--- config.mk ---
export PLATFORM = sky130hd
export DESIGN_NAME = tx_block_counter
export DESIGN_NICKNAME = d
export VERILOG_FILES = /design/src/verilog/tx_ring_pkg.sv /design/src/verilog/tx_block_counter.sv
export SDC_FILE = /design/constraint.sdc
export NUM_CORES = 1
export LEC_CHECK = 0
export BUFFER_PORTS_ARGS = -buffer_cell sky130_fd_sc_hd__buf_2
export CAP_MARGIN = 20
export CELL_PAD_IN_SITES_DETAIL_PLACEMENT = 1
export CELL_PAD_IN_SITES_GLOBAL_PLACEMENT = 1
export CORE_AREA = 2 2 39 41
export CTS_CLUSTER_DIAMETER = 30
export CTS_CLUSTER_SIZE = 40
export DETAILED_ROUTE_END_ITERATION = 7
export DIE_AREA = 0 0 41 43
export PLACE_DENSITY_LB_ADDON = 0.1
export SLEW_MARGIN = 20
export SYNTH_ARGS = -nofsm -noshare
export SYNTH_HDL_FRONTEND = slang
export SYNTH_SLANG_ARGS = --single-unit
export TNS_END_PERCENT = 50
--- constraint.sdc ---
create_clock -name clk -period 4.55 [get_ports clk]
set_clock_uncertainty 0.2 [all_clocks]
set_input_delay 0.2275 -clock clk [delete_from_list [all_inputs] [get_ports clk]]
set_output_delay 0.2275 -clock clk [all_outputs]
set_load 0.02 [all_outputs]
--- src/verilog/tx_ring_pkg.sv ---
// Transmit page ring definitions: ring sizes, address and block types, idle block, FSM states
package tx_ring_pkg;

   // ----------------------------------------------------------------------
   // Ring geometry
   // ----------------------------------------------------------------------
   // Pages used in rotation
   localparam int num_pages       = 4;
   // 128-bit words per page, oword 0 carries the sync headers
   localparam int owords_per_page = 16;
   // 66-bit blocks carried by one page, two payloads per data oword
   localparam int blocks_per_page = 30;

   localparam int page_w          = $clog2(num_pages);
   localparam int oword_idx_w     = $clog2(owords_per_page);
   localparam int block_idx_w     = $clog2(blocks_per_page);
   localparam int oword_w         = 128;
   localparam int payload_w       = 64;
   localparam int sync_w          = 2;

   // All headers of one page packed into the low bits of oword 0
   localparam int sync_word_w     = sync_w * blocks_per_page;
   // Each oword splits into two payload entries
   localparam int data_entries    = num_pages * owords_per_page * 2;
   // Writing this oword completes a page
   localparam int last_oword      = owords_per_page - 1;
   localparam int last_block_idx  = blocks_per_page - 1;

   // ----------------------------------------------------------------------
   // Types
   // ----------------------------------------------------------------------
   typedef logic [page_w-1:0]             page_t;
   typedef logic [block_idx_w-1:0]        block_idx_t;
   typedef logic [oword_idx_w-1:0]        oword_idx_t;
   // Page in the upper bits, oword in the lower bits
   typedef logic [page_w+oword_idx_w-1:0] wb_addr_t;
   typedef logic [oword_w-1:0]            oword_t;
   typedef logic [payload_w-1:0]          payload_t;
   typedef logic [sync_w-1:0]             sync_t;
   // Payload on top, sync header in bits 1..0
   typedef logic [payload_w+sync_w-1:0]   block66_t;
   typedef logic [num_pages-1:0]          page_flags_t;

   // Control block, type 0x1E, eight idle characters of zero
   localparam block66_t idle_block = {56'd0, 8'h1e, 2'b10};

   typedef enum logic {st_wait, st_send} seq_state_t;

endpackage

--- src/verilog/tx_block_counter.sv ---
// Read position counter: block index within a page and page index around the ring
module tx_block_counter
   import tx_ring_pkg::*;
(
   input  logic       clk,
   input  logic       reset,
   input  logic       rd_step,
   output page_t      rd_page,
   output block_idx_t rd_block,
   output logic       last_block
);

   assign last_block = (rd_block == block_idx_t'(last_block_idx));

   // ----------------------------------------------------------------------
   // Position update
   // ----------------------------------------------------------------------
   always_ff @(posedge clk) begin
      if (reset) begin
         rd_page  <= '0;
         rd_block <= '0;
      end else if (rd_step) begin
         if (last_block) begin
            // Next page, wraps modulo the ring size
            rd_block <= '0;
            rd_page  <= rd_page + page_t'(1);
         end else begin
            rd_block <= rd_block + block_idx_t'(1);
         end
      end
   end

   // Index must stay inside the 30 blocks of a page
   a_block_range : assert property (@(posedge clk) disable iff (reset)
      rd_block <= block_idx_t'(last_block_idx));

endmodule

# Yosys cells after proc, flatten, opt, wreduce, memory -nomap -nowiden

Cells that the tools add are included.
Widths: inputs -> output; s select.

Mux-type cells: 1
Reductions and logical operators: 1
Add/sub/neg operators: 2
Equal/unequal tests: 1

Operators with widths:

| kind                | number |
|---|---|
| $add 5x1->5 const B | 1 |
| $eq 5x5->1 const B  | 1 |
| $mux 5              | 1 |
| $add 2x1->2 const B | 1 |
| $reduce_and 2->1    | 1 |

Register bits after elaboration: 7
Input bits: 3
Output and inout bits: 8
Logic and storage cells: 7

# Depth between registers and ports, before layout

Word-level depth: 2
Mapped depth: 5
Gate-level depth less buffers: 5

# Worst setup path before layout

OpenSTA, ideal clock, no wires.

Path type: register to register
Start: register rd_block[0]
End: register rd_page[0]
Arrival: 1.351 ns
Stages on the path, launching flop included: 5
Period minus slack after synthesis: 1.672 ns
Setup time: 0.121 ns
Path slack: 2.878 ns
Data required time: 4.229 ns
Path buffers: 0
Path through: dfxtp_1 > ha_1 > nand3_1 > nor2_1 > mux2_2

Longest elaborated chain between the ends: 2

RTL lines:

| what                       | line                   | RTL |
|---|---|---|
| start, declared            | tx_block_counter.sv:9  | `output block_idx_t rd_block,` |
| start signal, assigned     | tx_block_counter.sv:28 | `rd_block <= rd_block + block_idx_t'(1);` |
| $eq 5x5->1                 | tx_block_counter.sv:13 | `assign last_block = (rd_block == block_idx_t'(last_block_idx));` |
| $reduce_and 2->1 (no line) | n/a                    |  |
| end signal, assigned       | tx_block_counter.sv:26 | `rd_page <= rd_page + page_t'(1);` |
| end, declared              | tx_block_counter.sv:8  | `output page_t rd_page,` |

Every way passes these cells.
A chain may end at the register's enable or synchronous reset.

# Worst setup path in the final report

Start: register rd_block[0]
End: output last_block

Longest elaborated chain between the ends: 1

RTL lines:

| what          | line                   | RTL |
|---|---|---|
| $eq 5x5->1    | tx_block_counter.sv:13 |  |
| end, declared | tx_block_counter.sv:10 | `output logic last_block` |

Every way passes these cells.

==> summary.txt <==
Worst hold path
  • Hold path depth: 2
  • Worst hold start: reset
  • Hold WC Path Type: in -> reg
  • Worst Hold End: rd_page[1]

Clock tree
  • Root Buffer: clkbuf_4
  • Clk Latency, worst-skew pair: 250 ps
  • CTS Sinks: 7
  • Resize count post-CTS: 0
  • CTS tree: yes
  • Post-CTS Setup Bufs: 0
  • TritonCTS Buffers: 3
  • H-Tree Depth: 1
  • CTS Hold Buffers Added: 0
  • Max clock buf depth: 2
  • Clock-pin transition on the worst setup and hold timing paths: roughly 50 ps

Floorplanning
  • Core ar.: 1384 um2
  • FP Rows: 14
  • Die area: about 1800 um2
  • Die Wd: between 40 and 50 um
  • Chip height: 43 um
  • Starting Density: between 20 and 25%
  • Top Ports: 11

Synthesis
  • Largest family of logic cells by synthesized area: simple AND/OR/NAND/NOR gates
  • Post-synthesis mux area share: 3.261%
  • Syn Area/Cell: 8.855 um2
  • Post-Syn Instances: 39
  • Area share of the largest cell type after synthesis: just over 40%
  • Yosys reg bits: 7
  • Post-synthesis xor/xnor area fraction: about 7.6%
  • Syn Nets: 44
  • Simple-Gate Fraction of Synth Area: a little under a third
  • Yosys warnings: 0
  • Distinct cells, synth: 19
  • Main area contributors after synthesis: dfxtp_1, xor2_1, ha_1, a21oi_1, nor3_1
  • Adder-Cell Fraction of Synth Area: under 10%
  • Seq/Total Area, Yosys: between 40% and 50%
  • Post-synthesis compound-gate area fraction: 5.797%
  • Syn Std Cell Area: 345.3 um2
  • Top cell type by total area after synthesis: dfxtp_1

Layout
  • Fillcell total: ~170
  • Most frequent cells in the layout: buf_2, dfxtp_1
  • Most common cell after layout, fill and taps aside: buf_2
  • Final net count: 57
  • Share of cells above drive strength 1: 29.41%
  • Layout area overhead: 24.64%
  • # diodes: 0

Critical path
  • CP Class: reg -> out
  • CP endpoint kind: primary output
  • Critical Path Fanout Max: 6
  • CP Cell Sequence: ha_1 -> nand4_2 -> inv_1 -> buf_2
  • Worst reg2reg endpoint: rd_page[0]
  • Crit-path max cell delay: around 400 ps
  • Worst Path Required: 4120 ps
  • CP max-delay cell: dfxtp_1
  • Reg2Reg Setup Slack: a little under 3000 ps
  • Worst path arrival time: 1270 ps
  • Setup crit start kind: flop
  • Worst R2R Start: rd_block[0]
  • Reg2Reg Depth: 4

Pwr
  • Clk pwr share: 42.7%
  • Sw Share: between 20 and 25%
  • Seq pwr share: about half
  • LEAKAGE: 0.1981 nW
  • Cell Pwr Density: between 300 and 400 nW/um2
  • Int Pwr: approximately 0.1 mW
  • Combinational share of power: under 10%
  • Switch Pwr: 0.03039 mW
  • Power Total: 0.1308 mW
  • Maximum vdd ir drop: 0.1323 mV

STA
  • Final hold viol count: 0
  • RSZ-0062 raised after global routing: no
  • Fin. max-slew vios: 0
  • Slew headroom: ~82%
  • Minimum clock period: 1701 ps
  • Fin Setup TNS: 0 ps
  • Setup violations, final: 0
  • Worst-Margin Slew: ~260 ps
  • F_max: approximately 590 MHz
  • Period utilization: 37.39%

Flow run
  • Max Cap Viol: 0

Route
  • Drt first-iter violations: 2
  • DRT Pass-1 Iters: 4
  • DR vias: just over 300
  • Post-Route WL: 771 um
  • Antenna Violating Nets Remaining: 0
  • Drt drc: 0
  • Vias/cell: between 4 and 5
  • WL per Instance: roughly 12 um

Global routing
  • First-pass GRT wire length: 1.359 mm
  • Met3 GRT Util: approximately 3.1%
  • M1 GR Usage: approximately 18%
  • Overall Global Routing Usage: roughly 12%
  • Total grt overflow: 0
  • Grt met2 use: approximately 14%
  • Antenna violations before repair: 0
  • Largest net degree at the start of global routing: 10
  • Gr busiest metal: met1
  • Vias in the first global route: between 300 and 400

Placed design
  • Final Wtd Congestion: about 0.77
  • IO Port Bufs: 10

Status
  • Status: finished clean
==> through the flow <==
step | std cells | hold slack [ps] | util [%] | setup WS, ps | area, um2
6_report | 67 | 48.54 | 31.10 | 2849 | 430.4
2_1_floorplan | 39 | 322.5 | - | 2878 | 345.3
3_3_place_gp | 63 | 261.1 | 29.20 | 2966 | 404.1
4_1_cts | 67 | 42.81 | 31.10 | 2817 | 430.4
3_5_place_dp | 63 | 281.0 | 29.20 | 2921 | 404.1
5_1_grt | 67 | 49.26 | 31.10 | 2718 | 430.4
==> final cells by class <==
| cell class | count | area [um2] | share of cell area [%] |
|---|---|---|---|
| Inverter | 2 | 7.507 | 1.744 |
| Tap cell | 16 | 20.02 | 4.651 |
| Sequential cell | 7 | 140.1 | 32.56 |
| Timing Repair Buffer | 10 | 50.05 | 11.63 |
| Multi-Input combinational cell | 28 | 186.4 | 43.31 |
| Clock buffer | 4 | 26.28 | 6.105 |
==> sequential cells by signal (all words and copies together) (netlist names) <==
name	cells
rd_block	5
rd_page	2
==> power groups by stage <==
stage | Sequential (mW) | Clock (mW) | Combinational [mW]
global route | 0.0648 | 0.0643 | 0.0118
CTS | 0.0647 | 0.0596 | 0.0106
global placement | 0.0657 | 0 | 0.0104
floorplan | 0.0672 | 0 | 0.00613
finish | 0.0646 | 0.0558 | 0.0103
detailed placement | 0.0660 | 0 | 0.0105
==> critical path, delay by kind of cell (launching register included) <==
family | cells | cell delay [ps]
buf+inv | 2 | 240
flops | 1 | 400
simple gates | 1 | 170
fa+ha+maj | 1 | 210
==> how the worst max path moves through the flow <==
stage	start	to	slack [ps]	depth (start not counted)
floorplan	rd_block[0]	rd_page[0]	2880	4
global placement	rd_block[0]	rd_page[0]	2970	4
detailed placement	rd_block[0]	rd_page[0]	2920	4
CTS	rd_block[0]	last_block	2820	4
global route	rd_block[0]	last_block	2720	4
finish	rd_block[0]	last_block	2850	4
==> cells in the mapped netlist <==
library cell,instances
nand3b_1,2
nand2_1,3
nor3_1,3
or3_1,1
buf_4,1
clkbuf_1,1
ha_1,2
nor2b_1,1
dfxtp_1,7
nand3_1,1
nor2_1,2
nand4_1,2
a21oi_1,3
o21ai_0,1
xor2_1,3
mux2_2,1
inv_1,2
nand4_2,1
nand2b_1,2
==> cells by family after synthesis <==
logic type,after synthesis
multiplexers,1
AND/OR/NAND/NOR,18
XOR/XNOR,3
buffers and inverters,4
adder cells (fa/ha/maj),2
flip-flops,7
AO/OA/AOI/OAI,4
==> routing by layer <==
metal | vias up | part of all wire (%)
li1 | 158 | -
met1 | 142 | 50
met2 | 7 | 44
met3 | 2 | 2.7
met4 | 0 | 3.2
met5 | - | 0
(Power assumes the default switching activity.)
