[config.mk]
export PLATFORM = sky130hd
export DESIGN_NAME = tx_wb_write_port
export DESIGN_NICKNAME = d
export VERILOG_FILES = /design/src/verilog/tx_ring_pkg.sv /design/src/verilog/tx_wb_write_port.sv
export SDC_FILE = /design/constraint.sdc
export NUM_CORES = 1
export LEC_CHECK = 0
export BUFFER_PORTS_ARGS = -buffer_cell sky130_fd_sc_hd__buf_2
export CORE_AREA = 3 3 158 160
export CTS_BUF_LIST = sky130_fd_sc_hd__clkbuf_8
export CTS_CLUSTER_SIZE = 24
export DETAILED_ROUTE_END_ITERATION = 10
export DIE_AREA = 0 0 161 163
export GPL_TIMING_DRIVEN = 0
export PLACE_DENSITY = 0.48
export SLEW_MARGIN = 30
export SYNTH_ARGS = -nofsm -noshare
export SYNTH_HDL_FRONTEND = slang
export SYNTH_SLANG_ARGS = --single-unit
[constraint.sdc]
create_clock -name clk -period 1.3 [get_ports clk]
set_input_delay 0.26 -clock clk [delete_from_list [all_inputs] [get_ports clk]]
set_output_delay 0.26 -clock clk [all_outputs]
set_load 0.02 [all_outputs]
[src/verilog/tx_ring_pkg.sv]
// Transmit page ring definitions: ring sizes, address and block types, idle block, FSM states
package tx_ring_pkg;

   // ----------------------------------------------------------------------
   // Ring geometry
   // ----------------------------------------------------------------------
   // Pages used in rotation
   localparam int num_pages       = 4;
   // 128-bit words per page, oword 0 carries the sync headers
   localparam int owords_per_page = 16;
   // 66-bit blocks carried by one page, two payloads per data oword
   localparam int blocks_per_page = 30;

   localparam int page_w          = $clog2(num_pages);
   localparam int oword_idx_w     = $clog2(owords_per_page);
   localparam int block_idx_w     = $clog2(blocks_per_page);
   localparam int oword_w         = 128;
   localparam int payload_w       = 64;
   localparam int sync_w          = 2;

   // All headers of one page packed into the low bits of oword 0
   localparam int sync_word_w     = sync_w * blocks_per_page;
   // Each oword splits into two payload entries
   localparam int data_entries    = num_pages * owords_per_page * 2;
   // Writing this oword completes a page
   localparam int last_oword      = owords_per_page - 1;
   localparam int last_block_idx  = blocks_per_page - 1;

   // ----------------------------------------------------------------------
   // Types
   // ----------------------------------------------------------------------
   typedef logic [page_w-1:0]             page_t;
   typedef logic [block_idx_w-1:0]        block_idx_t;
   typedef logic [oword_idx_w-1:0]        oword_idx_t;
   // Page in the upper bits, oword in the lower bits
   typedef logic [page_w+oword_idx_w-1:0] wb_addr_t;
   typedef logic [oword_w-1:0]            oword_t;
   typedef logic [payload_w-1:0]          payload_t;
   typedef logic [sync_w-1:0]             sync_t;
   // Payload on top, sync header in bits 1..0
   typedef logic [payload_w+sync_w-1:0]   block66_t;
   typedef logic [num_pages-1:0]          page_flags_t;

   // Control block, type 0x1E, eight idle characters of zero
   localparam block66_t idle_block = {56'd0, 8'h1e, 2'b10};

   typedef enum logic {st_wait, st_send} seq_state_t;

endpackage

[src/verilog/tx_wb_write_port.sv]
// Wishbone classic slave for page writes, per-page full flags and status reads
module tx_wb_write_port
   import tx_ring_pkg::*;
(
   input  logic        clk,
   input  logic        reset,
   input  logic        wb_cyc,
   input  logic        wb_stb,
   input  logic        wb_we,
   input  wb_addr_t    wb_adr,
   input  oword_t      wb_dat_w,
   output logic        wb_ack,
   output oword_t      wb_dat_r,
   output logic        sync_wren,
   output logic        data_wren,
   output page_t       wr_page,
   output oword_idx_t  wr_oword,
   output oword_t      wr_word,
   input  logic        page_release,
   input  page_t       rel_page,
   output page_flags_t page_full
);

   logic       req;
   logic       new_req;
   logic       wr_ok;
   page_t      adr_page;
   oword_idx_t adr_oword;

   // ----------------------------------------------------------------------
   // Request decode
   // ----------------------------------------------------------------------
   assign req = wb_cyc & wb_stb;
   // Host holds the request through the ack cycle, act on the first cycle only
   assign new_req = req & ~wb_ack;
   assign {adr_page, adr_oword} = wb_adr;

   // Writes into a full page are acked but go nowhere
   assign wr_ok     = new_req & wb_we & ~page_full[adr_page];
   assign sync_wren = wr_ok & (adr_oword == '0);
   assign data_wren = wr_ok & (adr_oword != '0);

   assign wr_page  = adr_page;
   assign wr_oword = adr_oword;
   assign wr_word  = wb_dat_w;

   // Single-cycle ack, one cycle after the request
   always_ff @(posedge clk) begin
      if (reset) begin
         wb_ack <= 1'b0;
      end else begin
         wb_ack <= new_req;
      end
   end

   // Status word, flags zero-extended to 128 bits
   always_ff @(posedge clk) begin
      if (new_req & ~wb_we) begin
         wb_dat_r <= oword_t'(page_full);
      end
   end

   // ----------------------------------------------------------------------
   // Full flags
   // ----------------------------------------------------------------------
   // Set with the ack of the last oword, cleared when the sequencer lets go
   always_ff @(posedge clk) begin
      if (reset) begin
         page_full <= '0;
      end else begin
         if (data_wren && adr_oword == oword_idx_t'(last_oword)) begin
            page_full[adr_page] <= 1'b1;
         end
         if (page_release) begin
            page_full[rel_page] <= 1'b0;
         end
      end
   end

   // Ack is a pulse even when the host keeps stb high
   a_ack_pulse : assert property (@(posedge clk) disable iff (reset) wb_ack |=> !wb_ack);

endmodule
# == Word-level counts from Yosys, hierarchy flattened ==
# Index checks and enable logic that the tools add are counted.
# word_totals
regBits,9
input_bits,142
output_inout_bits,269
wordCells,35
# classes
n_lt_le_gt_ge,4
n_eq_ne,1
muxes,9
bitwise_logic,13
reduce_logical,5
# op_table
cell,n
$mux 4,3
$and 1x1->1,7
$lt 2x3->1 const B,2
$and 4x4->4,1
$demux 1 s2,2
$eq 4x4->1 const B,1
$ge 2x1->1 const B,2
$logic_not 4->1,1
$not 4->4,1
$or 4x4->4,1
$reduce_bool 4->1,1
$logic_and 1x1->1,3
$mux 1,3
$not 1->1,3
$bmux 1 s2,1

# == Longest topological paths before layout ==
# Gate-level depths: netlist of the first run.
# depth
depth_word,10
mapped_depth,3
mapped_depth_nobuf,3

# == Worst setup path before layout of the first run ==
# Ideal clock, no wire load.
# synth_path
path_kind,flip-flop to output port
startpoint,register page_full[2]
endpoint,output port data_wren
t_arrival_ns,1.383
t_required_ns,1.040
path_slack_ns,-0.343
stages_incl_launch_ff,3
path_buffers,0
cell_sequence,dfxtp_1 > mux4_2 > nor4b_2
# synth_between
elab_chain_cells,5
# synth_rtl
item,line,rtl
from (decl),tx_wb_write_port.sv:21,output page_flags_t page_full
from (signal assigned),tx_wb_write_port.sv:69,page_full <= '0;
"from (signal, indexed assignment)",tx_wb_write_port.sv:72,page_full[adr_page] <= 1'b1;
"from (signal, indexed assignment)",tx_wb_write_port.sv:75,page_full[rel_page] <= 1'b0;
$bmux 1 s2,tx_wb_write_port.sv:39,assign wr_ok = new_req & wb_we & ~page_full[adr_page];
$mux 1 (not written as such),tx_wb_write_port.sv:39,
$not 1->1,tx_wb_write_port.sv:39,
$and 1x1->1,tx_wb_write_port.sv:39,
$and 1x1->1,tx_wb_write_port.sv:41,assign data_wren = wr_ok & (adr_oword != '0);
to (decl),tx_wb_write_port.sv:15,"output logic data_wren,"
# Every way passes these cells. The select of a mux whose other input is x is not followed.

# == Worst setup path in the final report of the first run ==
# layout_path
startpoint,register page_full[1]
endpoint,output port sync_wren
# layout_between
elab_chain_cells,5
# layout_rtl
item,line,rtl
$bmux 1 s2,tx_wb_write_port.sv:39,
$mux 1 (not written as such),tx_wb_write_port.sv:39,
$not 1->1,tx_wb_write_port.sv:39,
$and 1x1->1,tx_wb_write_port.sv:39,
$and 1x1->1,tx_wb_write_port.sv:40,assign sync_wren = wr_ok & (adr_oword == '0);
to (decl),tx_wb_write_port.sv:14,"output logic sync_wren,"
# Every way passes these cells. The select of a mux whose other input is x is not followed.

==> reports/metrics.yaml, run 1 <==
rsz0062_at_grt: "true"
reg2reg_depth: 4
ys.warnings.count: 0
crit_start: "page_full[1]"
p_leak_nw: 2.575
holdBufCountCts: 0
num_antenna_cells: 0
ir_worst_vdd_uv: 234.9
place_congestion: 0.7432
power.density_nw_per_um2: 513.8
fmax_ghz: 0.5663
die_area_um2: 26240
min_period_over_period_pct: 135.8
nets: 728
io_buffers: 158
grt_pass1_wl_mm: 9.735
post-dp-hpwl_mm: 7.313
crit_arrival_ns: 1.51
drive_gt1_share_pct: 74.70
synth.distinct_cells: 19
clk_latency_ns: 0.23
cts_sinks: 9
area_delta_synth_final_pct: 76.48
grtUsageTotal_pct: 4.540
hold_viol: 0
setup_ws_ns: -0.4658
wl_per_cell_um: 8.558
crit_path_end: "sync_wren"
ant_nets: 0
cp.required_ns: 1.04
die_h_um: 163
period_needed_ns: 1.766
drc: 0
reg2reg_from: "wb_ack"
maxCapViolCount: 0
netlist_area_um2: 2367
stdcell_area_um2: 4178
drt-pass1-iter-count: 4
crit_type: "flop to output pin"
antenna_found_initial: 0
die_x_um: 161
cts_buffers: 3
io_pins: 411
ys_seq_area_share_pct: 9.302
cpPeakStageDelay_ns: 0.50
crit_path_cell_trace: "mux4_2 -> and4bb_2 -> buf_6"
first_global_vias: 2052
finalSetupTns_ns: -0.9327
htreeDepth: 1
vias_per_cell: 2.466
layout_commonest_cell: "buf_4"
path_depth: 3
r2r_slack_ns: -0.01
clk_path_buf_depth: 2
min_path_type: "input pin to flop"
crit_path_end_kind: "output pin"
layout_common_cells: "buf_4 (263), buf_2 (156), conb_1 (124)"
cts_tree: "built"
start_util_pct: 10.06
finalPower_w: 0.002147
crit_family: "multiplexers"
core_um2: 23540
grt_max_degree: 7
place_area_um2: 4033
timing.hold.ws_ns: 0.2960
path_clk_slew_ns: 0.05
slowest_stage: "mux4_2"
syn_area_per_cell_um2: 7.998
crit_path_max_fanout: 4
grt_overflow: 0
wl_mm: 7.736
synth-seq-cells: 9
drv_slew: 0
syn-instance-count: 296
drtIter0Drc: 38
outcome: "finished with violations"
root_buffer: "clkbuf_8"
vias: 2229
path_buf_inv: 1
cp-start-kind: "flop"
worst_slew_pin_slew_ns: 0.5929
clock_skew_ns: 0.003984
setup_violations: 3
max_slew_margin_pct: 60.11
n_fill_cell: 2673
violations: "setup timing"
r2r_end: "page_full[2]"
rows: 56
## routing by layer
metal  share of wire, %  global-route usage (%)  wire length, µm  up-vias
met5                  0                       0                0        -
met4               0.50                   1.056               39        0
met3                 10                   1.017              812        2
met2                 55                   8.998             4253      201
met1                 34                   4.848             2631      910
li1                   -                       -                -     1116
## synthesized netlist by cell type, drive strengths merged
cell type    n  area [µm²]
conb         1       3.750
nand3b       1       7.510
edfxtp       4       120.1
o221a        2       22.52
dfxtp        5       100.1
nand4        1       6.260
or2b         1       7.510
o22a         2       17.52
nand2        4       15.01
buf        258        1937
nor4         4       25.02
nand2b       3       18.77
inv          1       3.750
mux4         1       22.52
nor2         3       11.26
and4bb       1       12.51
nor4b        2       23.77
nor2b        2       12.51
## area by class of cell
class | count | area, µm² | share of cell area [%]
buffer | 258 | 1937 | 46.36
clock buffer | 3 | 41.29 | 0.9883
timing repair buffer | 162 | 829.5 | 19.86
multi-input combinational | 151 | 735.7 | 17.61
clock inverter | 1 | 3.754 | 0.08985
tap | 319 | 399.1 | 9.554
sequential | 9 | 227.7 | 5.451
inverter | 1 | 3.754 | 0.08985
## sequential cells by signal, summed over array words and instances, names as in the netlist
| signal | flops |
|---|---|
| page_full | 4 |
| wb_ack | 1 |
| wb_dat_r | 4 |
## worst reg2reg max path: cells and delay by family (launching register included)
family / cells / cell delay [ns]
AOI/OAI and AO/OA: 1 / 0.22
buffers and inverters: 1 / 0.23
DFF: 1 / 0.30
and+or+nand+nor: 2 / 0.51
## report_power, final
| part | internal (W) | switching [W] | total [W] |
|---|---|---|---|
| Clock | 0.000205 | 0.000106 | 0.000311 |
| Combinational | 0.000680 | 0.000855 | 0.00154 |
| Sequential | 0.000299 | 0.00000154 | 0.000300 |
## how the worst min path moves through the flow
stage	startpoint	endpoint	slack, ns	cells past startpoint
after global routing	rel_page[1]	page_full[1]	0.30	2
after floorplan	reset	wb_ack	0.33	1
after CTS	reset	wb_ack	0.29	2
after global placement	page_full[1]	wb_dat_r[1]	0.45	0
after detailed placement	page_full[1]	wb_dat_r[1]	0.46	0
final	reset	wb_ack	0.30	2
## logic make-up after synthesis
kind of cell,Yosys count,synth area share [%]
buf+inv,259,81.98
mux,1,0.9513
other cells,1,0.1584
compound gates,4,1.691
simple gates,22,5.919
flops,9,9.303
## through the flow
stage	worst slack (ns)	std cells	utilization (%)
after global placement	-0.4255	896	17.13
final	-0.4658	904	17.75
after global routing	-0.5232	904	17.75
after detailed placement	-0.4248	896	17.13
after CTS	-0.5003	904	17.60
after floorplan	-0.1918	419	-
## what timing repair did
action | in CTS | in global routing
setup endpoints to repair | 8 | 10
pin swaps | 1 | 2
gates resized for setup | 8 | 5
cloned | 0 | 0
buffers inserted | 4 | 1
(Power assumes the default switching activity.)
==> run 2, diff against run 1 <==
- CTS_CLUSTER_SIZE: 24 -> not set
- GPL_TIMING_DRIVEN: 0 -> not set
==> reports/metrics.yaml, run 2 (synthesized netlist as in run 1, its figures left out) <==
outcome: "finished with violations"
violations: "setup timing"
wl_per_cell_um: 9.487
cp.required_ns: 1.04
min_period_over_period_pct: 133.7
cts_buffers: 3
holdBufCountCts: 0
p_int_w: 0.0005712
grtUsageTotal_pct: 2.944
post-dp-hpwl_mm: 4.273
combPwrFrac_pct: 43.3
grt_pass1_wl_mm: 5.423
rsz0062_at_grt: "true"
crit_path_cell_trace: "mux4_2 -> and4bb_2 -> buf_6"
nets: 354
min_path_type: "input pin to flop"
drv_slew: 0
path_depth: 3
htreeDepth: 1
setup_violations: 2
hold_depth: 2
grt_max_degree: 6
ant_nets: 0
p_sw_w: 0.0005092
antenna_found_initial: 0
start_util_pct: 10.06
area_delta_synth_final_pct: -27.85
clock_skew_ns: 0.001754
final_cells: 530
vias: 1036
drc: 0
grt_overflow: 0
crit_type: "flop to output pin"
clkPwrFrac_pct: 28.8
cp-start-kind: "flop"
rows: 56
slowest_stage: "mux4_2"
core_um2: 23540
first_global_vias: 801
stdcell_area_um2: 1708
place_congestion: 0.6618
wl_mm: 5.028
layout_common_cells: "conb_1 (124), buf_2 (28), buf_4 (14)"
io_buffers: 30
crit_family: "multiplexers"
ir_worst_vdd_uv: 267.3
dp_slack_ns: -0.3382
reg2reg_depth: 4
cpPeakStageDelay_ns: 0.51
num_antenna_cells: 0
crit_path_max_fanout: 2
finalPower_w: 0.001080
drt-pass1-iter-count: 4
ff_latch_area_um2: 225.2
crit_path_end_kind: "output pin"
die_x_um: 161
clk_path_buf_depth: 2
clk_latency_ns: 0.23
place_area_um2: 1568
path_buf_inv: 1
die_area_um2: 26240
placedCellCount: 525
vias_per_cell: 1.955
layout_commonest_cell: "conb_1"
die_h_um: 163
cts_tree: "built"
hold_viol: 0
crit_arrival_ns: 1.48
cts_sinks: 9
maxCapViolCount: 0
power.density_nw_per_um2: 632.6
switching_share_pct: 47.13
path_clk_slew_ns: 0.04
drtIter0Drc: 25
top_regs: "page_full: 4 flops, wb_dat_r: 4 flops, wb_ack: 1 flops"
drive_gt1_share_pct: 29.86
fmax_ghz: 0.5751
n_fill_cell: 2810
root_buffer: "clkbuf_8"
p_leak_nw: 0.8202
period_needed_ns: 1.739
setup_ws_ns: -0.4387
p_seq_share_pct: 28.0
io_pins: 411
multi_input_area_um2: 744.5
[run 2: changes by cell type in the layout (fill, tap and decap cells not counted)]
cell / previous run / this run
dfxtp_2: 3 / 4
nor4_4: 2 / 3
buf_6: 1 / 4
nor4_2: 1 / 0
buf_4: 263 / 14
buf_2: 156 / 28
dfxtp_4: 1 / 0
[run 2: layout make-up]
cell class | count | share of cell area (%)
clock inverters | 1 | 0.2198
inverters | 1 | 0.2198
multi-input cells | 151 | 43.59
clock buffers | 3 | 2.418
well taps | 319 | 23.37
repair buffers | 46 | 17.00
flip-flops and latches | 9 | 13.19
[run 2: final timing paths]
kind	slack [ns]	endpoint	from
worst min register to register	0.54	wb_dat_r[3]	page_full[3]
worst min-delay path	0.32	page_full[1]	rel_page[1]
worst max register to register	0.03	page_full[0]	wb_ack
worst max-delay path	-0.44	sync_wren	page_full[3]
[run 2: repair_timing]
item / in CTS / in global routing
setup endpoints to repair: 10 / 9
cloned: 0 / 0
resized for setup: 9 / 7
pin swaps: 4 / 7
setup buffers: 2 / 1
[run 2: routing by layer]
layer	track usage (%)	up-vias	routed length [µm]
met5	1.326	-	47
met4	4.889	2	645
met3	4.451	76	1698
met2	3.198	205	2005
met1	1.208	386	631
li1	-	367	-
[run 2: power groups by stage]
stage	sequential [W]	combinational [W]	clock, W
3_5_place_dp	0.000307	0.000435	0
5_1_grt	0.000302	0.000495	0.000330
3_3_place_gp	0.000307	0.000434	0
6_report	0.000302	0.000467	0.000311
2_1_floorplan	0.000314	0.00123	0
4_1_cts	0.000302	0.000448	0.000317
[run 2: stage by stage]
stage / setup TNS [ns] / hold slack [ns] / utilization [%]
after detailed placement: -0.8854 / 0.5201 / 6.659
after CTS: -0.9156 / 0.3102 / 7.100
after floorplan: -0.3565 / 0.3324 / -
final: -0.8695 / 0.3175 / 7.254
after global placement: -0.8660 / 0.5201 / 6.659
after global routing: -1.042 / 0.3270 / 7.254
