<file path="config.mk">
export PLATFORM = sky130hd
export DESIGN_NAME = tx_sync_ring
export DESIGN_NICKNAME = d
export VERILOG_FILES = /design/src/verilog/tx_ring_pkg.sv /design/src/verilog/tx_sync_ring.sv
export SDC_FILE = /design/constraint.sdc
export NUM_CORES = 1
export LEC_CHECK = 0
export ABC_AREA = 1
export BUFFER_PORTS_ARGS = -buffer_cell sky130_fd_sc_hd__buf_2
export CORE_MARGIN = 3
export CORE_UTILIZATION = 30
export CTS_CLUSTER_SIZE = 25
export DETAILED_ROUTE_END_ITERATION = 12
export PLACE_DENSITY = 0.58
export SYNTH_ARGS = -nofsm -noshare
export SYNTH_HDL_FRONTEND = slang
export SYNTH_SLANG_ARGS = --single-unit
</file>
<file path="constraint.sdc">
create_clock -name clk -period 6.7 [get_ports clk]
set_input_delay 0.67 -clock clk [delete_from_list [all_inputs] [get_ports clk]]
set_output_delay 0.67 -clock clk [all_outputs]
set_load 0.05 [all_outputs]
</file>
<file path="src/verilog/tx_ring_pkg.sv">
// Transmit page ring definitions: ring sizes, address and block types, idle block, FSM states
package tx_ring_pkg;

   // ----------------------------------------------------------------------
   // Ring geometry
   // ----------------------------------------------------------------------
   // Pages used in rotation
   localparam int num_pages       = 4;
   // 128-bit words per page, oword 0 carries the sync headers
   localparam int owords_per_page = 16;
   // 66-bit blocks carried by one page, two payloads per data oword
   localparam int blocks_per_page = 30;

   localparam int page_w          = $clog2(num_pages);
   localparam int oword_idx_w     = $clog2(owords_per_page);
   localparam int block_idx_w     = $clog2(blocks_per_page);
   localparam int oword_w         = 128;
   localparam int payload_w       = 64;
   localparam int sync_w          = 2;

   // All headers of one page packed into the low bits of oword 0
   localparam int sync_word_w     = sync_w * blocks_per_page;
   // Each oword splits into two payload entries
   localparam int data_entries    = num_pages * owords_per_page * 2;
   // Writing this oword completes a page
   localparam int last_oword      = owords_per_page - 1;
   localparam int last_block_idx  = blocks_per_page - 1;

   // ----------------------------------------------------------------------
   // Types
   // ----------------------------------------------------------------------
   typedef logic [page_w-1:0]             page_t;
   typedef logic [block_idx_w-1:0]        block_idx_t;
   typedef logic [oword_idx_w-1:0]        oword_idx_t;
   // Page in the upper bits, oword in the lower bits
   typedef logic [page_w+oword_idx_w-1:0] wb_addr_t;
   typedef logic [oword_w-1:0]            oword_t;
   typedef logic [payload_w-1:0]          payload_t;
   typedef logic [sync_w-1:0]             sync_t;
   // Payload on top, sync header in bits 1..0
   typedef logic [payload_w+sync_w-1:0]   block66_t;
   typedef logic [num_pages-1:0]          page_flags_t;

   // Control block, type 0x1E, eight idle characters of zero
   localparam block66_t idle_block = {56'd0, 8'h1e, 2'b10};

   typedef enum logic {st_wait, st_send} seq_state_t;

endpackage

</file>
<file path="src/verilog/tx_sync_ring.sv">
// Sync header store: one packed header word per page, read out two bits per block
module tx_sync_ring
   import tx_ring_pkg::*;
(
   input  logic       clk,
   input  logic       sync_wren,
   input  page_t      wr_page,
   input  oword_t     wr_word,
   input  logic       rd_step,
   input  page_t      rd_page,
   input  block_idx_t rd_block,
   output sync_t      rd_sync
);

   // Header i of a page sits at bits 2i+1..2i
   logic [sync_word_w-1:0] sync_mem [num_pages];
   logic [sync_word_w-1:0] rd_word;

   // ----------------------------------------------------------------------
   // Write side
   // ----------------------------------------------------------------------
   // Only the low 60 bits of oword 0 carry headers
   always_ff @(posedge clk) begin
      if (sync_wren) begin
         sync_mem[wr_page] <= wr_word[sync_word_w-1:0];
      end
   end

   // ----------------------------------------------------------------------
   // Read side
   // ----------------------------------------------------------------------
   assign rd_word = sync_mem[rd_page];

   // Registered select, steps together with the data ring
   always_ff @(posedge clk) begin
      if (rd_step) begin
         rd_sync <= rd_word[sync_w*rd_block +: sync_w];
      end
   end

endmodule

</file>
# Word level (Yosys, flattened, before mapping)
# Memory sizes are Yosys's and may differ from the RTL's.
# Cells that the tools add are included.
# op_classes
shifts	1
mux	2
# op_table
operator	count
60-bit by 7-bit variable part select with 2-bit output	1
1-bit 2-to-1 mux	2
# word_totals
ff_bits	2
ram_bits	240
in_bits	140
output_inout_bits	2
wordCells	5
mem_count	1
# mem_list
name	words	width	read_ports	rd_clocked_by_memory_dff	wr	line_no	text
sync_mem	4	60	1	0	1	tx_sync_ring.sv:16	logic [sync_word_w-1:0] sync_mem [num_pages];

# Depth between registers and ports, before layout
# Gate-level depths: netlist of the first run.
# depth
ltp_word	2
ltp_mapped	15

# Least setup slack after synthesis of the first run
# OpenSTA, ideal clock, no wires.
# synth_timing
kind	input to register
start	input port wr_page[0]
end	memory sync_mem[0][0] (netlist bit) (enable)
arrival_time_ps	4861
slack_ps	1286
stages	1
cell_sequence	nor3_1
# synth_lines
item	line_no	text
from (decl)	tx_sync_ring.sv:7	input page_t wr_page,
to (decl)	tx_sync_ring.sv:16	
# No word-level cell before the write port.

# Worst setup path in the final report of the first run
# layout_timing
start	input port rd_page[1]
end	register rd_sync[1] (data pin)
# layout_via
elab_chain_cells	2
# layout_lines
item	line_no	text
from (decl)	tx_sync_ring.sv:10	input page_t rd_page,
memory 4 x 60 bit	--	
60-bit by 7-bit variable part select with 2-bit output	tx_sync_ring.sv:37	rd_sync <= rd_word[sync_w*rd_block +: sync_w];
to (signal assigned)	tx_sync_ring.sv:37	
to (decl)	tx_sync_ring.sv:12	output sync_t rd_sync
# No other way between the ends.
# A chain may end at the register's enable or synchronous reset.

==> reports/results.tsv, run 1 <==
stage	metric	value	unit
placement	port bufs	73	
sta	Relative slew margins	21.7	%
sta	fmax	0.355	GHz
outcome	status	finished, final reports clean	
clocking	clock sink count	242	
global_routing	first-pass GRT wire length	35500	um
critical_path	CP Launch Type	input pin	
cells_and_area	Syn-to-layout area delta	15.8	%
critical_path	critical path class	input pin to flop	
clocking	root buffer cell	clkbuf_16	
global_routing	vias in the first global route	6054	
drt	initial drt markers	458	
synthesis	Yosys cell types	18	
cells_and_area	final non-filler cell area	11400	sq um
drt	drt drc	0	
critical_path	WP data arrival	3.07	ns
power_and_ir_drop	maximum VDD drop	0.119	mV
sta	worst slew pin tran	1.17	ns
placement	RePlAce Congestion	0.803	
critical_path	crit end category	flop	
critical_path	crit-path leading delay family	buffers and inverters	
cells_and_area	Final Non-Filler Cells	1356	
synthesis	Post-Syn Instances	837	
synthesis	Syn Area/Cell	11.8	sq um
sta	Setup Total Neg Slack	0	ns
critical_path	reg2reg setup slack	5.15	ns
drt	post-route ant nets	0	
sta	Tmin final	2.82	ns
global_routing	initial antenna violation count	6	
placement	Placement Setup Slack	3.31	ns
synthesis	synthesis-stage register bit count	242	
power_and_ir_drop	PnR Total Power	3.35	mW
clocking	PostCTS Resize Cnt	0	
clocking	H-tree Lvls	1	
critical_path	CP endpoint	rd_sync[1]	
synthesis	Syn. warnings	0	
floorplanning	Die H	187	um
critical_path	Worst path depth	13	
clocking	CTS Buf Count	26	
floorplanning	Starting Density	30.8	%
critical_path	max incr delay on CP	0.61	ns
sta	Final Cycle Share	42.0	%
run	max cap viols	0	
synthesis	Synth top area share	73.8	%
placement	detailed placement HPWL	12600	um
critical_path	CP bufs+invs	4	
sta	final setup vio count	0	
clocking	TritonCTS clock tree	yes	
power_and_ir_drop	P per Cell Area	294	nW/um^2
critical_path	crit path from	rd_page[1]	
placement	Cell Area, Placed	10600	sq um
synthesis	synthesized net count	977	
cells_and_area	fin nets	1041	
global_routing	GRT overflow	0	
critical_path	R2R Path Start	sync_mem[2][19]	
clocking	Post-CTS Setup Bufs	0	
cells_and_area	fraction of layout cells with a size suffix above 1	13.4	%
synthesis	sequential area share after synthesis	73.8	%
synthesis	area leader, netlist	edfxtp_1	
sta	Hold Fails Final Rpt	0	
power_and_ir_drop	leakage power	4.20	nW
critical_path	most frequent cell on the critical path	nand2_1	
clocking	Bufs on Longest Clock Path	3	
clocking	Post-CTS Hold Fix Bufs	0	
drt	drt first pass iters	5	
critical_path	Max Fanout on Critical Path	58	
clocking	Worst-path clk slew	0.06	ns
clocking	worst skew pair latency	0.52	ns
drt	vias	6313	
synthesis	Mapped Area	9850	sq um
synthesis	Synth area leaders	edfxtp_1, nand2_1, nand3_1	
sta	Slew Limit Fails	0	
critical_path	sequence of cells on the critical path	buf_2 -> buf_4 -> inv_2 -> buf_4 -> nor2_1 -> o21ai_0 -> nand3_1 -> nand3_1 -> nand2_1 -> nand2_1 -> nand2_1 -> nand3_1 -> nand2_1	
sta	Setup Skew	0.0118	ns
critical_path	slowest CP cell	buf_4	
critical_path	required time worst endpoint	6.95	ns
global_routing	largest net degree at the start of global routing	116	
sta	Setup WS post-layout	3.88	ns
floorplanning	row count	65	
placement	DP Cell Count	1308	
drt	Vias/cell	4.66	
drt	routed wire length	23200	um
worst_hold_path	hold crit path type	input pin to flop	
sta	RSZ-0062 raised after global routing	no	
global_routing	Total GRT Usage	12.9	%
floorplanning	Die ar.	35000	sq um
drt	drt wl/cell	17.1	um
floorplanning	core area	32000	sq um
floorplanning	I/O pin total	142	
critical_path	worst r2r dst	rd_sync[1]	
critical_path	R2R depth	10	
floorplanning	die width	187	um
==> per-stage QoR <==
| step | util, % | hold WS [ns] |
|---|---|---|
| floorplan | - | 0.769 |
| global placement | 33.1 | 0.886 |
| detailed placement | 33.1 | 0.889 |
| CTS | 35.7 | 0.346 |
| global route | 35.7 | 0.347 |
| finish | 35.7 | 0.368 |
==> worst reg2reg max path, cell delays in order (launching register included) <==
cell and delay (ns):
edfxtp_1 0.36, nor2_1 0.09, nor2_1 0.05, o21ai_0 0.10, nand3_1 0.11, nand3_1 0.18, nand2_1 0.11, nand2_1 0.07
nand2_1 0.06, nand3_1 0.07, nand2_1 0.10
==> state kept, by name, indices dropped and copies added (netlist names) <==
name and count:
sync_mem 240, rd_sync 2
==> routing by layer <==
metal	share of wire [%]	vias to the layer above	global-route usage, %
met5	0.23	-	0
met4	2.2	10	3.98
met3	5.3	45	2.53
met2	48	171	21.0
met1	45	3051	17.6
li1	-	3036	-
==> report_power, final <==
group          internal [mW]  switching [mW]
Combinational         0.0674           0.162
Sequential              1.75          0.0154
Clock                  0.807           0.548
==> layout make-up <==
cell class	count	area, sq um
Clock inverter	15	118
Multi-Input combinational cell	519	2230
Timing Repair Buffer	81	428
Inverter	31	119
Clock buffer	32	694
Tap cell	435	544
Antenna cell	1	2.50
Fill cell	3095	20600
Sequential cell	242	7270
==> cell usage after synthesis <==
| library cell | instances |
|---|---|
| buf_2 | 17 |
| nand2_1 | 217 |
| o211ai_1 | 6 |
| inv_2 | 1 |
| edfxtp_1 | 242 |
| inv_4 | 1 |
| a21oi_1 | 3 |
| nand3_1 | 128 |
| buf_1 | 3 |
| clkbuf_1 | 16 |
| nor2_1 | 107 |
| inv_1 | 27 |
| nor3_1 | 4 |
| o21ai_1 | 3 |
| o21ai_0 | 51 |
| buf_4 | 1 |
| clkinv_1 | 2 |
| buf_6 | 8 |
==> cell families after synthesis <==
group / count (synthesis) / synth area share, %
buffers and inverters: 76 / 3.79
AO/OA/AOI/OAI: 63 / 3.35
AND/OR/NAND/NOR: 456 / 19.1
flip-flops: 242 / 73.8
==> layout by cell type (no fill, tap or decap), types with 3 or more instances in the layout <==
cell type / count
o211ai_1: 6
clkbuf_1: 5
edfxtp_1: 242
o21ai_1: 3
inv_1: 27
nor2_1: 107
o21ai_0: 51
nand3_1: 128
buf_2: 72
buf_4: 9
nor3_2: 4
a21oi_1: 3
clkinv_1: 8
clkinv_2: 7
nand2_1: 217
clkbuf_16: 27
==> worst min-delay path by stage <==
stage	start	endpoint	slack [ns]	depth (start not counted)
after floorplan	wr_word[0]	sync_mem[0][0]	0.77	0
after global placement	wr_word[18]	sync_mem[2][18]	0.89	1
after detailed placement	wr_word[11]	sync_mem[3][11]	0.89	1
after CTS	wr_word[6]	sync_mem[1][6]	0.35	1
after global routing	wr_word[25]	sync_mem[0][25]	0.35	1
final	wr_word[36]	sync_mem[0][36]	0.37	1
No activity file was read; power rests on OpenSTA's default activity.
==> run 2: changes to the inputs <==
Settings changed: PLACE_DENSITY 0.58 to 0.6.
Clock period 6.7 ns to 2.5 ns, I/O delays scaled along.
==> run 2 against run 1 <==
Against the previous run: register-to-register slack worse by 4.2 ns; highest routed layer is now met4; global-route usage down 0.10 points; clock power rose to 2.5 times the previous value; final area up 7.5%; die area unchanged; hold slack worse by 0.18 ns; core utilization up 2.7 points; sequential cell count unchanged; via count up 3.3%; combinational power rose to 3.2 times the previous value; critical path depth down 5.
==> reports/results.tsv, run 2 (synthesis results as in run 1) <==
stage	metric	value	unit	change
outcome	status	finished, final reports clean		
critical_path	crit-path leading delay family	compound AO/OA/AOI/OAI gates		
cells_and_area	most common cell after layout, fill and taps aside	edfxtp_1		
clocking	Worst-path clk slew	0.06	ns	about the same
power_and_ir_drop	leakage power	4.56	nW	+8.7%
global_routing	first-pass GRT wire length	35700	um	+0.64%
placement	DP Cell Count	1325		+1.3%
global_routing	Total GRT Usage	12.8	%	-0.10 points
global_routing	vias in the first global route	6485		+7.1%
clocking	Post-CTS Setup Bufs	0		unchanged
critical_path	crit end category	flop		
cells_and_area	Largest Register	sync_mem		
floorplanning	core area	32000	sq um	unchanged
power_and_ir_drop	sequential share of power	53.0	%	+0.3 points
critical_path	R2R Path Start	sync_mem[2][45]		
clocking	H-tree Lvls	1		unchanged
power_and_ir_drop	PnR Total Power	8.92	mW	+170%
drt	vias	6519		+3.3%
critical_path	Max Fanout on Critical Path	1		-98%
cells_and_area	Fillers	3030		-2.1%
placement	RePlAce Congestion	0.782		-2.7%
critical_path	CP Launch Type	flop		
cells_and_area	register area	7270	sq um	unchanged
critical_path	worst r2r dst	rd_sync[1]		
critical_path	sequence of cells on the critical path	o21ai_0 -> o21ai_0 -> a21oi_1 -> nor2_1 -> nor2_1 -> nand2_1 -> nand3_1 -> nand2_1		
cells_and_area	most frequent cells in the layout	edfxtp_1, nand2_1, nand3_1, nor2_1, buf_2		
placement	detailed placement HPWL	13800	um	+9.8%
worst_hold_path	hold_sp	rd_block[4]		
drt	drt first pass iters	5		unchanged
clocking	PostCTS Resize Cnt	0		unchanged
cells_and_area	fin nets	1119		+7.5%
critical_path	max incr delay on CP	0.36	ns	-0.25 ns
power_and_ir_drop	Gate power share	8.4	%	+1.5 points
critical_path	Worst path depth	8		-5
sta	fmax	0.636	GHz	
drt	post-route ant nets	0		unchanged
sta	final setup vio count	0		unchanged
placement	Cell Area, Placed	10900	sq um	+2.7%
power_and_ir_drop	maximum VDD drop	0.390	mV	+230%
cells_and_area	multi-input gate area in the final layout	2250	sq um	+1.1%
critical_path	CP bufs+invs	0		-4
clocking	root buffer cell	clkbuf_16		
sta	Slew Limit Fails	0		unchanged
sta	Relative slew margins	47.6	%	+26 points
power_and_ir_drop	Pint	6.93	mW	+160%
cells_and_area	max FFs per register	240		unchanged
sta	Hold Fails Final Rpt	0		unchanged
clocking	clock sink count	242		unchanged
floorplanning	Die H	187	um	unchanged
global_routing	GRT overflow	0		unchanged
critical_path	required time worst endpoint	2.75	ns	-4.20 ns
floorplanning	I/O pin total	142		unchanged
clocking	worst skew pair latency	0.52	ns	about the same
drt	drt wl/cell	16.2	um	-5.6%
global_routing	largest net degree at the start of global routing	98		-16%
floorplanning	die width	187	um	unchanged
floorplanning	Die ar.	35000	sq um	unchanged
cells_and_area	largest registers	sync_mem: 240 flops, rd_sync: 2 flops		
critical_path	slowest CP cell	edfxtp_1		
cells_and_area	fraction of layout cells with a size suffix above 1	13.6	%	+0.24 points
sta	Setup Total Neg Slack	0	ns	unchanged
critical_path	reg2reg setup slack	0.93	ns	-4.22 ns
sta	Setup Skew	0.0114	ns	-0.000439 ns
placement	port bufs	73		unchanged
power_and_ir_drop	clock power share	38.6	%	-1.9 points
clocking	CTS Buf Count	26		unchanged
clocking	Post-CTS Hold Fix Bufs	61		+61
floorplanning	row count	65		unchanged
drt	drt drc	0		unchanged
sta	Final Cycle Share	62.9	%	
critical_path	R2R depth	8		-2
drt	initial drt markers	455		-0.66%
cells_and_area	Syn-to-layout area delta	24.4	%	
drt	Vias/cell	4.54		-2.4%
floorplanning	Starting Density	30.8	%	unchanged
critical_path	crit path from	sync_mem[2][45]		
clocking	Bufs on Longest Clock Path	3		unchanged
power_and_ir_drop	P per Cell Area	728	nW/um^2	+150%
power_and_ir_drop	Sw Ratio	22.3	%	+0.62 points
sta	Tmin final	1.57	ns	
critical_path	critical path class	flop to flop		
worst_hold_path	hold crit path type	input pin to flop		
cells_and_area	final non-filler cell area	12300	sq um	+7.5%
clocking	TritonCTS clock tree	yes		
cells_and_area	Final Non-Filler Cells	1435		+5.8%
critical_path	WP data arrival	1.83	ns	-1.24 ns
drt	routed wire length	23200	um	-0.12%
sta	worst slew pin tran	0.783	ns	-0.391 ns
global_routing	initial antenna violation count	1		-5
cells_and_area	final core occ	38.3	%	+2.7 points
critical_path	CP endpoint	rd_sync[1]		
power_and_ir_drop	P_sw	1.99	mW	+170%
run	max cap viols	0		unchanged
sta	RSZ-0062 raised after global routing	no		
run 2: changes by cell type in the layout (fill, tap and decap cells not counted), moves of 4 or more:
cell	change
buf_12	+11
buf_4	+6
dlygate4sd3_1	+61
nor3_2	-4
nor3_4	+4
run 2: power by group through the flow:
stage / logic (mW) / clock network, mW / registers (mW)
5_1_grt: 0.835 / 3.65 / 4.74
3_5_place_dp: 0.675 / 0 / 4.81
6_report: 0.747 / 3.45 / 4.72
3_3_place_gp: 0.666 / 0 / 4.80
2_1_floorplan: 0.378 / 0 / 4.82
4_1_cts: 0.760 / 3.51 / 4.72
run 2: through the flow:
step	worst slack [ns]	hold slack, ns
floorplan	-0.633	0.349
finish	0.926	0.188
global placement	0.521	0.465
detailed placement	0.543	0.464
global route	0.811	0.175
CTS	0.962	0.161
run 2: cell type report:
class	count	share of cell area [%]
sequential	242	59.3
tap	435	4.44
timing repair buffer	159	10.6
antenna	1	0.0204
multi-input combinational	519	18.4
clock buffer	34	5.73
clock inverter	14	0.511
inverter	31	0.970
run 2: metal layers:
layer,vias to the layer above,track usage [%],part of all wire [%]
met4,0,3.52,1.9
met1,3109,17.3,46
li1,3199,-,-
met2,167,21.5,47
met5,-,0,0
met3,44,2.06,5.3
run 2: how the worst min path moves through the flow:
stage / end / slack, ns / cells after the start
6_report: rd_sync[0] / 0.19 / 3
5_1_grt: rd_sync[0] / 0.18 / 3
4_1_cts: rd_sync[0] / 0.16 / 3
3_5_place_dp: sync_mem[3][21] / 0.46 / 1
3_3_place_gp: sync_mem[2][30] / 0.47 / 1
2_1_floorplan: sync_mem[0][0] / 0.35 / 0
run 2: worst reg2reg max path: cells and delay by family (launching register included):
kind,cells,cell delay (ns)
compound gates,3,0.53
flops,1,0.36
simple gates,5,0.43
